--- src/hba_pkg.sv ---
package hba_pkg;

    // bus widths
    typedef logic [7:0] byte_t;         // serial byte, bus data word
    typedef logic [3:0] periph_addr_t;  // peripheral slot number
    typedef logic [7:0] reg_addr_t;     // register inside a slot

    // slot map, slot 0 is the serial host itself
    localparam periph_addr_t SLOT_BASICIO = 4'd1;
    localparam periph_addr_t SLOT_GPIO    = 4'd2;

    // command byte: bit 7 write flag, bits 3..0 slot
    localparam int CMD_WRITE_BIT = 7;
    localparam int CMD_SLOT_MSB  = 3;

    // basicio registers
    localparam reg_addr_t BASICIO_REG_LED    = 8'd0;
    localparam reg_addr_t BASICIO_REG_BUTTON = 8'd1;

    // gpio registers
    localparam reg_addr_t GPIO_REG_OUT_EN  = 8'd0;
    localparam reg_addr_t GPIO_REG_OUT_SIG = 8'd1;
    localparam reg_addr_t GPIO_REG_IN_SIG  = 8'd2;

    // command parser states
    typedef enum logic [1:0] {
        PS_CMD,   // waiting for command byte
        PS_REG,   // waiting for register byte
        PS_DATA   // waiting for write data
    } parse_state_t;

endpackage

--- src/uart_rx.sv ---
`timescale 1ns/10ps

module uart_rx import hba_pkg::*; #(
    parameter int CLKS_PER_BIT = 8
) (
    input  logic  clk,
    input  logic  reset,
    input  logic  rxd,
    output byte_t rx_data,
    output logic  rx_valid
);

    localparam int CNT_W = $clog2(CLKS_PER_BIT);
    localparam logic [CNT_W-1:0] HALF_BIT = CNT_W'(CLKS_PER_BIT / 2 - 1);
    localparam logic [CNT_W-1:0] FULL_BIT = CNT_W'(CLKS_PER_BIT - 1);

    typedef enum logic [1:0] {RX_IDLE, RX_START, RX_DATA, RX_STOP} rx_state_t;

    rx_state_t        state;
    logic             rxd_meta;   // first sync flop
    logic             rxd_sync;   // safe to use
    logic [CNT_W-1:0] clk_cnt;    // cycles inside the current bit
    logic [2:0]       bit_idx;    // data bit being received
    byte_t            shift;

    always_ff @(posedge clk) begin
        if (reset) begin
            rxd_meta <= 1'b1;     // line idles high
            rxd_sync <= 1'b1;
        end else begin
            rxd_meta <= rxd;
            rxd_sync <= rxd_meta;
        end
    end

    always_ff @(posedge clk) begin
        if (reset) begin
            state    <= RX_IDLE;
            clk_cnt  <= '0;
            bit_idx  <= '0;
            rx_valid <= 1'b0;
        end else begin
            rx_valid <= 1'b0;
            case (state)
                RX_IDLE: begin
                    clk_cnt <= '0;
                    bit_idx <= '0;
                    if (!rxd_sync) state <= RX_START;  // falling edge of start bit
                end
                RX_START: begin
                    if (clk_cnt == HALF_BIT) begin
                        clk_cnt <= '0;
                        // glitch if line went back high before mid start bit
                        state <= rxd_sync ? RX_IDLE : RX_DATA;
                    end else begin
                        clk_cnt <= clk_cnt + 1'b1;
                    end
                end
                RX_DATA: begin
                    if (clk_cnt == FULL_BIT) begin  // middle of data bit
                        clk_cnt <= '0;
                        bit_idx <= bit_idx + 1'b1;
                        if (bit_idx == 3'd7) state <= RX_STOP;
                    end else begin
                        clk_cnt <= clk_cnt + 1'b1;
                    end
                end
                default: begin  // RX_STOP
                    if (clk_cnt == FULL_BIT) begin
                        rx_valid <= rxd_sync;  // drop the byte on a bad stop bit
                        state    <= RX_IDLE;
                    end else begin
                        clk_cnt <= clk_cnt + 1'b1;
                    end
                end
            endcase
        end
    end

    // lsb first, shift in from the top
    always_ff @(posedge clk) begin
        if (state == RX_DATA && clk_cnt == FULL_BIT) shift <= {rxd_sync, shift[7:1]};
    end

    assign rx_data = shift;

endmodule

--- src/cmd_parser.sv ---
`timescale 1ns/10ps

module cmd_parser import hba_pkg::*; (
    input  logic         clk,
    input  logic         reset,
    input  byte_t        rx_data,
    input  logic         rx_valid,
    output logic         bus_en,
    output logic         bus_wr,
    output periph_addr_t bus_periph,
    output reg_addr_t    bus_reg,
    output byte_t        bus_wdata,
    output byte_t        rd_data
);

    parse_state_t state;

    // fsm plus bus strobe
    always_ff @(posedge clk) begin
        if (reset) begin
            state  <= PS_CMD;
            bus_en <= 1'b0;
            bus_wr <= 1'b0;
        end else begin
            bus_en <= 1'b0;   // single cycle pulse
            if (rx_valid) begin
                case (state)
                    PS_CMD: begin
                        bus_wr <= rx_data[CMD_WRITE_BIT];
                        state  <= PS_REG;
                    end
                    PS_REG: begin
                        if (bus_wr) begin
                            state <= PS_DATA;   // write needs one more byte
                        end else begin
                            bus_en <= 1'b1;     // read is complete
                            state  <= PS_CMD;
                        end
                    end
                    default: begin  // PS_DATA
                        bus_en <= 1'b1;
                        state  <= PS_CMD;
                    end
                endcase
            end
        end
    end

    // address and data capture
    always_ff @(posedge clk) begin
        if (rx_valid) begin
            case (state)
                PS_CMD:  bus_periph <= rx_data[CMD_SLOT_MSB:0];
                PS_REG:  bus_reg    <= rx_data;
                default: bus_wdata  <= rx_data;
            endcase
        end
    end

    // read data starts empty, each slot fills in its own
    assign rd_data = 8'h00;

endmodule

--- src/hba_basicio.sv ---
`timescale 1ns/10ps

module hba_basicio import hba_pkg::*; (
    input  logic         clk,
    input  logic         reset,
    input  logic         bus_en,
    input  logic         bus_wr,
    input  periph_addr_t bus_periph,
    input  reg_addr_t    bus_reg,
    input  byte_t        bus_wdata,
    input  byte_t        rd_data,
    output logic         bus_en_r,
    output logic         bus_wr_r,
    output periph_addr_t bus_periph_r,
    output reg_addr_t    bus_reg_r,
    output byte_t        bus_wdata_r,
    output logic         rd_valid_r,
    output byte_t        rd_data_r,
    output byte_t        basicio_led,
    input  logic [1:0]   basicio_button,
    output logic         intr
);

    logic [1:0] btn_meta;
    logic [1:0] btn_sync;
    logic [1:0] btn_last;     // for change detect
    logic       sel;          // transaction hits this slot
    logic       rd_hit;
    byte_t      rd_value;

    assign sel    = bus_en && (bus_periph == SLOT_BASICIO);
    assign rd_hit = sel && !bus_wr;

    always_comb begin
        case (bus_reg)
            BASICIO_REG_LED:    rd_value = basicio_led;
            BASICIO_REG_BUTTON: rd_value = {6'b0, btn_sync};
            default:            rd_value = 8'h00;   // unmapped
        endcase
    end

    always_ff @(posedge clk) begin
        if (reset) begin
            basicio_led <= 8'h00;
            btn_meta    <= 2'b00;
            btn_sync    <= 2'b00;
            btn_last    <= 2'b00;
            intr        <= 1'b0;
            bus_en_r    <= 1'b0;
            rd_valid_r  <= 1'b0;
        end else begin
            btn_meta <= basicio_button;
            btn_sync <= btn_meta;
            btn_last <= btn_sync;
            if (sel && bus_wr && bus_reg == BASICIO_REG_LED) basicio_led <= bus_wdata;
            if (btn_sync != btn_last) intr <= 1'b1;   // a new change wins over the clear
            else if (rd_hit && bus_reg == BASICIO_REG_BUTTON) intr <= 1'b0;
            bus_en_r   <= bus_en;
            rd_valid_r <= bus_en && !bus_wr;          // any slot
        end
    end

    // bus forwarded one stage on
    always_ff @(posedge clk) begin
        bus_wr_r     <= bus_wr;
        bus_periph_r <= bus_periph;
        bus_reg_r    <= bus_reg;
        bus_wdata_r  <= bus_wdata;
        rd_data_r    <= rd_hit ? rd_value : rd_data;
    end

endmodule

--- src/hba_gpio.sv ---
`timescale 1ns/10ps

module hba_gpio import hba_pkg::*; #(
    parameter int GPIO_WIDTH = 4
) (
    input  logic                  clk,
    input  logic                  reset,
    input  logic                  bus_en,
    input  logic                  bus_wr,
    input  periph_addr_t          bus_periph,
    input  reg_addr_t             bus_reg,
    input  byte_t                 bus_wdata,
    input  logic                  rd_valid,
    input  byte_t                 rd_data,
    output logic                  resp_valid,
    output byte_t                 resp_data,
    output logic [GPIO_WIDTH-1:0] gpio_out_en,
    output logic [GPIO_WIDTH-1:0] gpio_out_sig,
    input  logic [GPIO_WIDTH-1:0] gpio_in_sig
);

    logic [GPIO_WIDTH-1:0] in_meta;
    logic [GPIO_WIDTH-1:0] in_sync;   // pins after two flops
    logic                  sel;
    logic                  wr_hit;
    byte_t                 rd_value;

    assign sel    = bus_en && (bus_periph == SLOT_GPIO);
    assign wr_hit = sel && bus_wr;

    // narrow registers read back zero extended
    always_comb begin
        rd_value = 8'h00;
        case (bus_reg)
            GPIO_REG_OUT_EN:  rd_value[GPIO_WIDTH-1:0] = gpio_out_en;
            GPIO_REG_OUT_SIG: rd_value[GPIO_WIDTH-1:0] = gpio_out_sig;
            GPIO_REG_IN_SIG:  rd_value[GPIO_WIDTH-1:0] = in_sync;
            default:          rd_value = 8'h00;
        endcase
    end

    always_ff @(posedge clk) begin
        in_meta <= gpio_in_sig;
        in_sync <= in_meta;
        resp_data <= (sel && !bus_wr) ? rd_value : rd_data;  // last stage picks its own
    end

    always_ff @(posedge clk) begin
        if (reset) begin
            gpio_out_en  <= '0;    // pins start as inputs
            gpio_out_sig <= '0;
            resp_valid   <= 1'b0;
        end else begin
            if (wr_hit && bus_reg == GPIO_REG_OUT_EN)  gpio_out_en  <= bus_wdata[GPIO_WIDTH-1:0];
            if (wr_hit && bus_reg == GPIO_REG_OUT_SIG) gpio_out_sig <= bus_wdata[GPIO_WIDTH-1:0];
            resp_valid <= rd_valid;   // bus ends here, only the response goes on
        end
    end

endmodule

--- src/uart_tx.sv ---
`timescale 1ns/10ps

module uart_tx import hba_pkg::*; #(
    parameter int CLKS_PER_BIT = 8
) (
    input  logic  clk,
    input  logic  reset,
    input  byte_t resp_data,
    input  logic  resp_valid,
    output logic  txd
);

    localparam int CNT_W = $clog2(CLKS_PER_BIT);
    localparam logic [CNT_W-1:0] FULL_BIT = CNT_W'(CLKS_PER_BIT - 1);

    logic             busy;
    logic [CNT_W-1:0] clk_cnt;   // cycles inside the current bit
    logic [3:0]       bit_cnt;   // 0 start, 1..8 data, 9 stop
    logic [8:0]       shift;     // data bits then stop bit

    always_ff @(posedge clk) begin
        if (reset) begin
            busy    <= 1'b0;
            txd     <= 1'b1;    // idle high
            clk_cnt <= '0;
            bit_cnt <= '0;
        end else if (!busy) begin
            clk_cnt <= '0;
            bit_cnt <= '0;
            if (resp_valid) begin
                busy <= 1'b1;
                txd  <= 1'b0;   // start bit next cycle
            end
        end else if (clk_cnt == FULL_BIT) begin
            clk_cnt <= '0;
            if (bit_cnt == 4'd9) begin
                busy <= 1'b0;   // stop bit done, txd already high
            end else begin
                txd     <= shift[0];
                bit_cnt <= bit_cnt + 1'b1;
            end
        end else begin
            clk_cnt <= clk_cnt + 1'b1;
        end
    end

    // frame payload, shifted lsb first with ones behind
    always_ff @(posedge clk) begin
        if (!busy && resp_valid) begin
            shift <= {1'b1, resp_data};
        end else if (busy && clk_cnt == FULL_BIT) begin
            shift <= {1'b1, shift[8:1]};
        end
    end

endmodule

--- src/hba_system.sv ---
`timescale 1ns/10ps

module hba_system import hba_pkg::*; #(
    parameter int CLK_FREQUENCY = 1_000_000,
    parameter int BAUD          = 125_000,
    parameter int GPIO_WIDTH    = 4
) (
    input  logic                  clk,
    input  logic                  reset,
    input  logic                  rxd,
    output logic                  txd,
    output logic                  intr,
    output byte_t                 basicio_led,
    input  logic [1:0]            basicio_button,
    output logic [GPIO_WIDTH-1:0] gpio_out_en,
    output logic [GPIO_WIDTH-1:0] gpio_out_sig,
    input  logic [GPIO_WIDTH-1:0] gpio_in_sig
);

    localparam int CLKS_PER_BIT = CLK_FREQUENCY / BAUD;

    // serial receive to parser
    byte_t        rx_data;
    logic         rx_valid;
    // parser to basicio
    logic         bus_en;
    logic         bus_wr;
    periph_addr_t bus_periph;
    reg_addr_t    bus_reg;
    byte_t        bus_wdata;
    byte_t        rd_data;
    // basicio to gpio
    logic         b1_bus_en;
    logic         b1_bus_wr;
    periph_addr_t b1_bus_periph;
    reg_addr_t    b1_bus_reg;
    byte_t        b1_bus_wdata;
    logic         b1_rd_valid;
    byte_t        b1_rd_data;
    // gpio to serial transmit
    logic         resp_valid;
    byte_t        resp_data;

    uart_rx #(.CLKS_PER_BIT(CLKS_PER_BIT)) i_uart_rx (
        .clk, .reset, .rxd, .rx_data, .rx_valid
    );

    cmd_parser i_cmd_parser (
        .clk, .reset, .rx_data, .rx_valid,
        .bus_en, .bus_wr, .bus_periph, .bus_reg, .bus_wdata, .rd_data
    );

    hba_basicio i_hba_basicio (
        .clk, .reset,
        .bus_en, .bus_wr, .bus_periph, .bus_reg, .bus_wdata, .rd_data,
        .bus_en_r(b1_bus_en), .bus_wr_r(b1_bus_wr), .bus_periph_r(b1_bus_periph),
        .bus_reg_r(b1_bus_reg), .bus_wdata_r(b1_bus_wdata),
        .rd_valid_r(b1_rd_valid), .rd_data_r(b1_rd_data),
        .basicio_led, .basicio_button, .intr
    );

    hba_gpio #(.GPIO_WIDTH(GPIO_WIDTH)) i_hba_gpio (
        .clk, .reset,
        .bus_en(b1_bus_en), .bus_wr(b1_bus_wr), .bus_periph(b1_bus_periph),
        .bus_reg(b1_bus_reg), .bus_wdata(b1_bus_wdata),
        .rd_valid(b1_rd_valid), .rd_data(b1_rd_data),
        .resp_valid, .resp_data, .gpio_out_en, .gpio_out_sig, .gpio_in_sig
    );

    uart_tx #(.CLKS_PER_BIT(CLKS_PER_BIT)) i_uart_tx (
        .clk, .reset, .resp_data, .resp_valid, .txd
    );

endmodule

--- config.mk ---
export PLATFORM = sky130hd
export DESIGN_NAME = hba_system
export DESIGN_NICKNAME = d
export VERILOG_FILES = /design/src/hba_pkg.sv /design/src/uart_rx.sv /design/src/cmd_parser.sv /design/src/hba_basicio.sv /design/src/hba_gpio.sv /design/src/uart_tx.sv /design/src/hba_system.sv
export SDC_FILE = /design/constraint.sdc
export NUM_CORES = 1
export LEC_CHECK = 0
export BUFFER_PORTS_ARGS = -buffer_cell sky130_fd_sc_hd__buf_2
export CELL_PAD_IN_SITES_DETAIL_PLACEMENT = 0
export CELL_PAD_IN_SITES_GLOBAL_PLACEMENT = 2
export CORE_UTILIZATION = 35
export DETAILED_ROUTE_END_ITERATION = 7
export HOLD_SLACK_MARGIN = 0.08
export PLACE_DENSITY = 0.69
export REMOVE_ABC_BUFFERS = 1
export SLEW_MARGIN = 5
export SYNTH_ARGS = -nofsm -noshare
export SYNTH_HDL_FRONTEND = slang
export SYNTH_HIERARCHICAL = 1
export SYNTH_SLANG_ARGS = --single-unit
--- constraint.sdc ---
create_clock -name clk -period 2 [get_ports clk]
set_input_delay 0.3 -clock clk [delete_from_list [all_inputs] [get_ports clk]]
set_output_delay 0.3 -clock clk [all_outputs]
set_load 0.05 [all_outputs]
# Word level (Yosys, flattened, before mapping)
# Index checks and enable logic that the tools add are counted.
[totals]
regBits = 127
latch_bits = 0
ramBits = 0
rom_bits = 0
out_inout_bits = 18
memories = 0
[classes]
add_sub_neg = 4
multipliers = 0
div = 0
magnitude_cmp = 0
eq_ne = 21
shift = 0
n_mux = 32
bitwise_logic = 5
n_reduce_logical = 38
[ops]
columns = ["operator", "count"]
rows = [
  ["8-bit by 1-bit == test with 1-bit output, second input constant", 2],
  ["8-bit logical NOT", 2],
  ["8-bit 2-to-1 mux", 2],
  ["8-bit one-hot mux with 2 select lines", 1],
  ["1-bit logical AND", 14],
  ["2-bit 2-to-1 mux", 7],
  ["3-bit 2-to-1 mux", 4],
  ["4-bit one-hot mux with 3 select lines", 1],
  ["1-bit 2-to-1 mux", 11],
  ["2-bit AND reduction", 5],
  ["3-bit by 1-bit adder with 3-bit output, second input constant", 3],
  ["3-bit == test, second input constant", 3],
  ["3-bit one-hot mux with 3 select lines", 1],
  ["8-bit by 2-bit == test with 1-bit output, second input constant", 1],
  ["2-bit nonzero test", 4],
  ["2-bit by 1-bit != test with 1-bit output, second input constant", 3],
  ["2-bit != test, second input constant", 3],
  ["2-bit one-hot mux with 3 select lines", 1],
  ["3-bit one-hot mux with 2 select lines", 1],
  ["2-bit OR reduction", 3],
  ["1-bit NOT", 5],
  ["5-bit AND reduction", 1],
  ["5-bit OR reduction", 1],
  ["4-bit by 1-bit adder with 4-bit output, second input constant", 1],
  ["other kinds (16)", 20],
]

# Logic depth before layout (Yosys ltp)
[depth]
word_depth = 6
mapped_depth = 7

# Hierarchy
# The synthesis kept the hierarchy.
[modules_own_cells]
columns = ["module", "instances", "cells_each", "area_each_um2", "seq_area_each_um2"]
rows = [
  ["hba_basicio", 1, 111, 1461.4, 920.9],
  ["hba_gpio", 1, 83, 962.2, 500.5],
  ["uart_rx", 1, 77, 879.6, 460.4],
  ["cmd_parser", 1, 47, 859.6, 680.7],
  ["uart_tx", 1, 60, 757.0, 420.4],
]

# Worst setup path before layout
# OpenSTA, ideal clock, no wires.
[synth_timing]
path_type = "register to register"
startpoint = "reg i_uart_rx.state[0]"
endpoint = "reg i_uart_rx.state[1]"
setup_time_ns = 0.133
arrival_time_ns = 1.374
slack_ns = 0.493
stages_incl_launch_ff = 8
cell_sequence = "dfxtp_1 -> inv_1 -> ha_1 -> buf_2 -> nor4bb_2 -> a211oi_2 -> nor2b_2 -> a311oi_2"
[synth_via]
elab_chain_len = 3
word_cells_on_any_way = 10
classes_between = "eq/ne: 6; mux: 1; reduce/logical: 3"
[synth_lines]
columns = ["item", "line", "text"]
rows = [
  ["from (decl)", "uart_rx.sv:19", "rx_state_t state;"],
  ["from (signal assigned)", "uart_rx.sv:54", "state <= rxd_sync ? RX_IDLE : RX_DATA;"],
  ["2-bit == test, or another cell as far along", "uart_rx.sv:44", "case (state)"],
  ["2-bit by 1-bit != test with 1-bit output (no source line), or another cell as far along", "n/a", ""],
  ["5-bit AND reduction (no source line)", "n/a", ""],
]
# Parallel ways exist; a longest one is shown, timed or not.
# A chain may end at the register's enable or synchronous reset.

# Worst setup path in the final report
[layout_timing]
startpoint = "reg i_uart_tx.clk_cnt[0]"
endpoint = "reg i_uart_tx.shift[3] (enable)"
[layout_via]
elab_chain_len = 3
[layout_lines]
columns = ["item", "line", "text"]
rows = [
  ["from (decl)", "uart_tx.sv:17", "logic [CNT_W-1:0] clk_cnt;"],
  ["from (signal assigned)", "uart_tx.sv:43", "clk_cnt <= clk_cnt + 1'b1;"],
  ["3-bit == test", "uart_tx.sv:51", "end else if (busy && clk_cnt == FULL_BIT) begin"],
  ["1-bit logical AND", "uart_tx.sv:51", ""],
  ["2-bit nonzero test (no source line)", "n/a", ""],
  ["to (signal assigned)", "uart_tx.sv:50", "shift <= {1'b1, resp_data};"],
  ["to (signal assigned)", "uart_tx.sv:52", "shift <= {1'b1, shift[8:1]};"],
  ["to (decl)", "uart_tx.sv:19", "logic [8:0] shift;"],
]
# Every way passes these cells.

==> results.ini <==
[clock_tree]
cts_tree=done
post_cts_buffers=0
ctsHtreeMaxLevel=4
cts_buffers=17
hold_buffers=5
cts_resized=0
clock_sinks=127
clk_pin_slew_ns=0.06
cts_buffer_depth=2
insertion_delay_ns=0.42
root_buffer=clkbuf_16

[pwr]
switchingPower_mw=1.23
p_int_mw=4.71
swShare_pct=20.7
p_leak_nw=2.34
clkPwrFrac_pct=51.6
power_frac_seq_pct=45.3
ir_worst_vdd_mv=0.639
combPwrFrac_pct=3.1
power_per_cell_area_nw_per_um2=1030

[setup_path]
crit_fanout=12
setup.worst_path.class=flop to flop
start_kind=flop
worstPathArrival_ns=1.73
cp.required_ns=2.07
end_kind=flop

[yosys]
avgSynthCellArea_sq_um=12.9
ys_warn_count=6
synth_cells=374
syn_area_sq_um=4840

[timing]
rsz0062_at_grt=false
slew-limit-headroom_pct=65.2
tns_ns=0
fin_skew_ns=0.0119
fin_crit_sh_pct=83.0
worstMarginPinSlew_ns=0.518
hold_viol=0
drv_slew=0
setup_violations=0
fmax_ghz=0.602
min_period_ns=1.66

[global_routing]
grt_pass1_vias=2829
grt_remaining_overflow=0
grt_max_degree=26
grt_antenna_before_repair=0
grt_usage_pct=13.5
grt_pass1_wl_um=14400

[cells_and_area]
layout.nets=437
diodes=0
areaGrowthSynthToFinish_pct=19.2
fin_area_sq_um=5770
drive_above_1_share_pct=23.6

[run_status]
outcome=complete, no violations

[placed_design]
globalplace.congestion=0.724
dpl_cell_area_sq_um=5120
port_buffers=26
dp_hpwl_um=6210

[detailed_routing]
drt_wl_total_um=8730
drt-pass1-iter-count=4
wl_per_cell_um=14.5
vias_per_cell=4.54
drcViolationCount=0
ant_nets=0
num_vias=2743
drt_iter0_drc=107

[floorplan]
pin_count=27
coreArea_sq_um=13300
start_util_pct=36.3
rows=42
die_w_um=120
die_h_um=120
die_area_sq_um=14300

[job]
cap_violations=0

[hold_path]
hold_path.class=input pin to flop

-- routing by layer --
layer	vias to the layer above	routed length, um	GRT usage, %
li1	1409	-	-
met1	1294	4090	16.5
met2	27	4240	21.3
met3	13	255	4.42
met4	0	150	6.80
met5	-	0	0
-- placed cells by master (no fill, tap or decap), drive strengths merged, types with 3 or more instances in the layout --
master	instances
clkinv	8
a21oi	7
inv	11
and3	7
ha	13
nand2b	35
o21ai	5
dlygate4sd3	5
mux2	13
nand4	3
a2bb2oi	4
or2	5
a31oi	3
dfxtp	91
nor3	3
nor2	10
mux2i	24
a22oi	3
edfxtp	36
buf	29
nor4	4
clkinvlp	4
o31ai	5
nor3b	3
conb	8
clkbuf	17
bufinv	3
nand3b	3
and2	7
nor2b	14
nand2	10
-- layout make-up --
type	count	area (sq um)
Fill cell	1250	7580
Clock buffer	17	425
Multi-Input combinational cell	224	1810
Sequential cell	127	2900
Timing Repair Buffer	34	203
Clock inverter	15	171
Inverter	11	41.3
Tap cell	176	220
-- critical path, cell delays in order (launching register included) --
cell and delay, ns:
dfxtp_1 0.33, ha_1 0.15, ha_1 0.40, nand2_1 0.12, nand2b_1 0.31
-- path summary, 6_finish.rpt --
check	from	endpoint	slack, ns	cells after the start
setup / recovery	i_uart_tx/clk_cnt[0]	i_uart_tx/shift[3]	0.34	4
hold / removal	basicio_button[0]	i_hba_basicio/btn_meta[0]	0.1	2
setup reg to reg	i_uart_tx/clk_cnt[0]	i_uart_tx/shift[3]	0.34	4
hold reg to reg	i_hba_gpio/in_meta[1]	i_hba_gpio/in_sync[1]	0.33	0
-- through the flow --
step | setup slack [ns] | power (mW) | utilization, % | instances | hold WS (ns)
floorplan | 0.524 | 2.87 | - | 362 | 0.310
global placement | 0.370 | 2.93 | 38.4 | 567 | 0.311
detailed placement | 0.310 | 2.93 | 38.4 | 567 | 0.314
CTS | 0.303 | 6.03 | 43.2 | 604 | 0.0811
global route | 0.230 | 6.17 | 43.2 | 604 | 0.0836
finish | 0.340 | 5.94 | 43.2 | 604 | 0.0954
-- power groups by stage --
stage | registers (mW) | clock network, mW | logic (mW)
floorplan | 2.75 | 0 | 0.123
global placement | 2.75 | 0 | 0.182
detailed placement | 2.75 | 0 | 0.181
CTS | 2.70 | 3.15 | 0.188
global route | 2.70 | 3.27 | 0.206
finish | 2.69 | 3.06 | 0.186
Note: power is estimated with default switching activity, not from simulation.
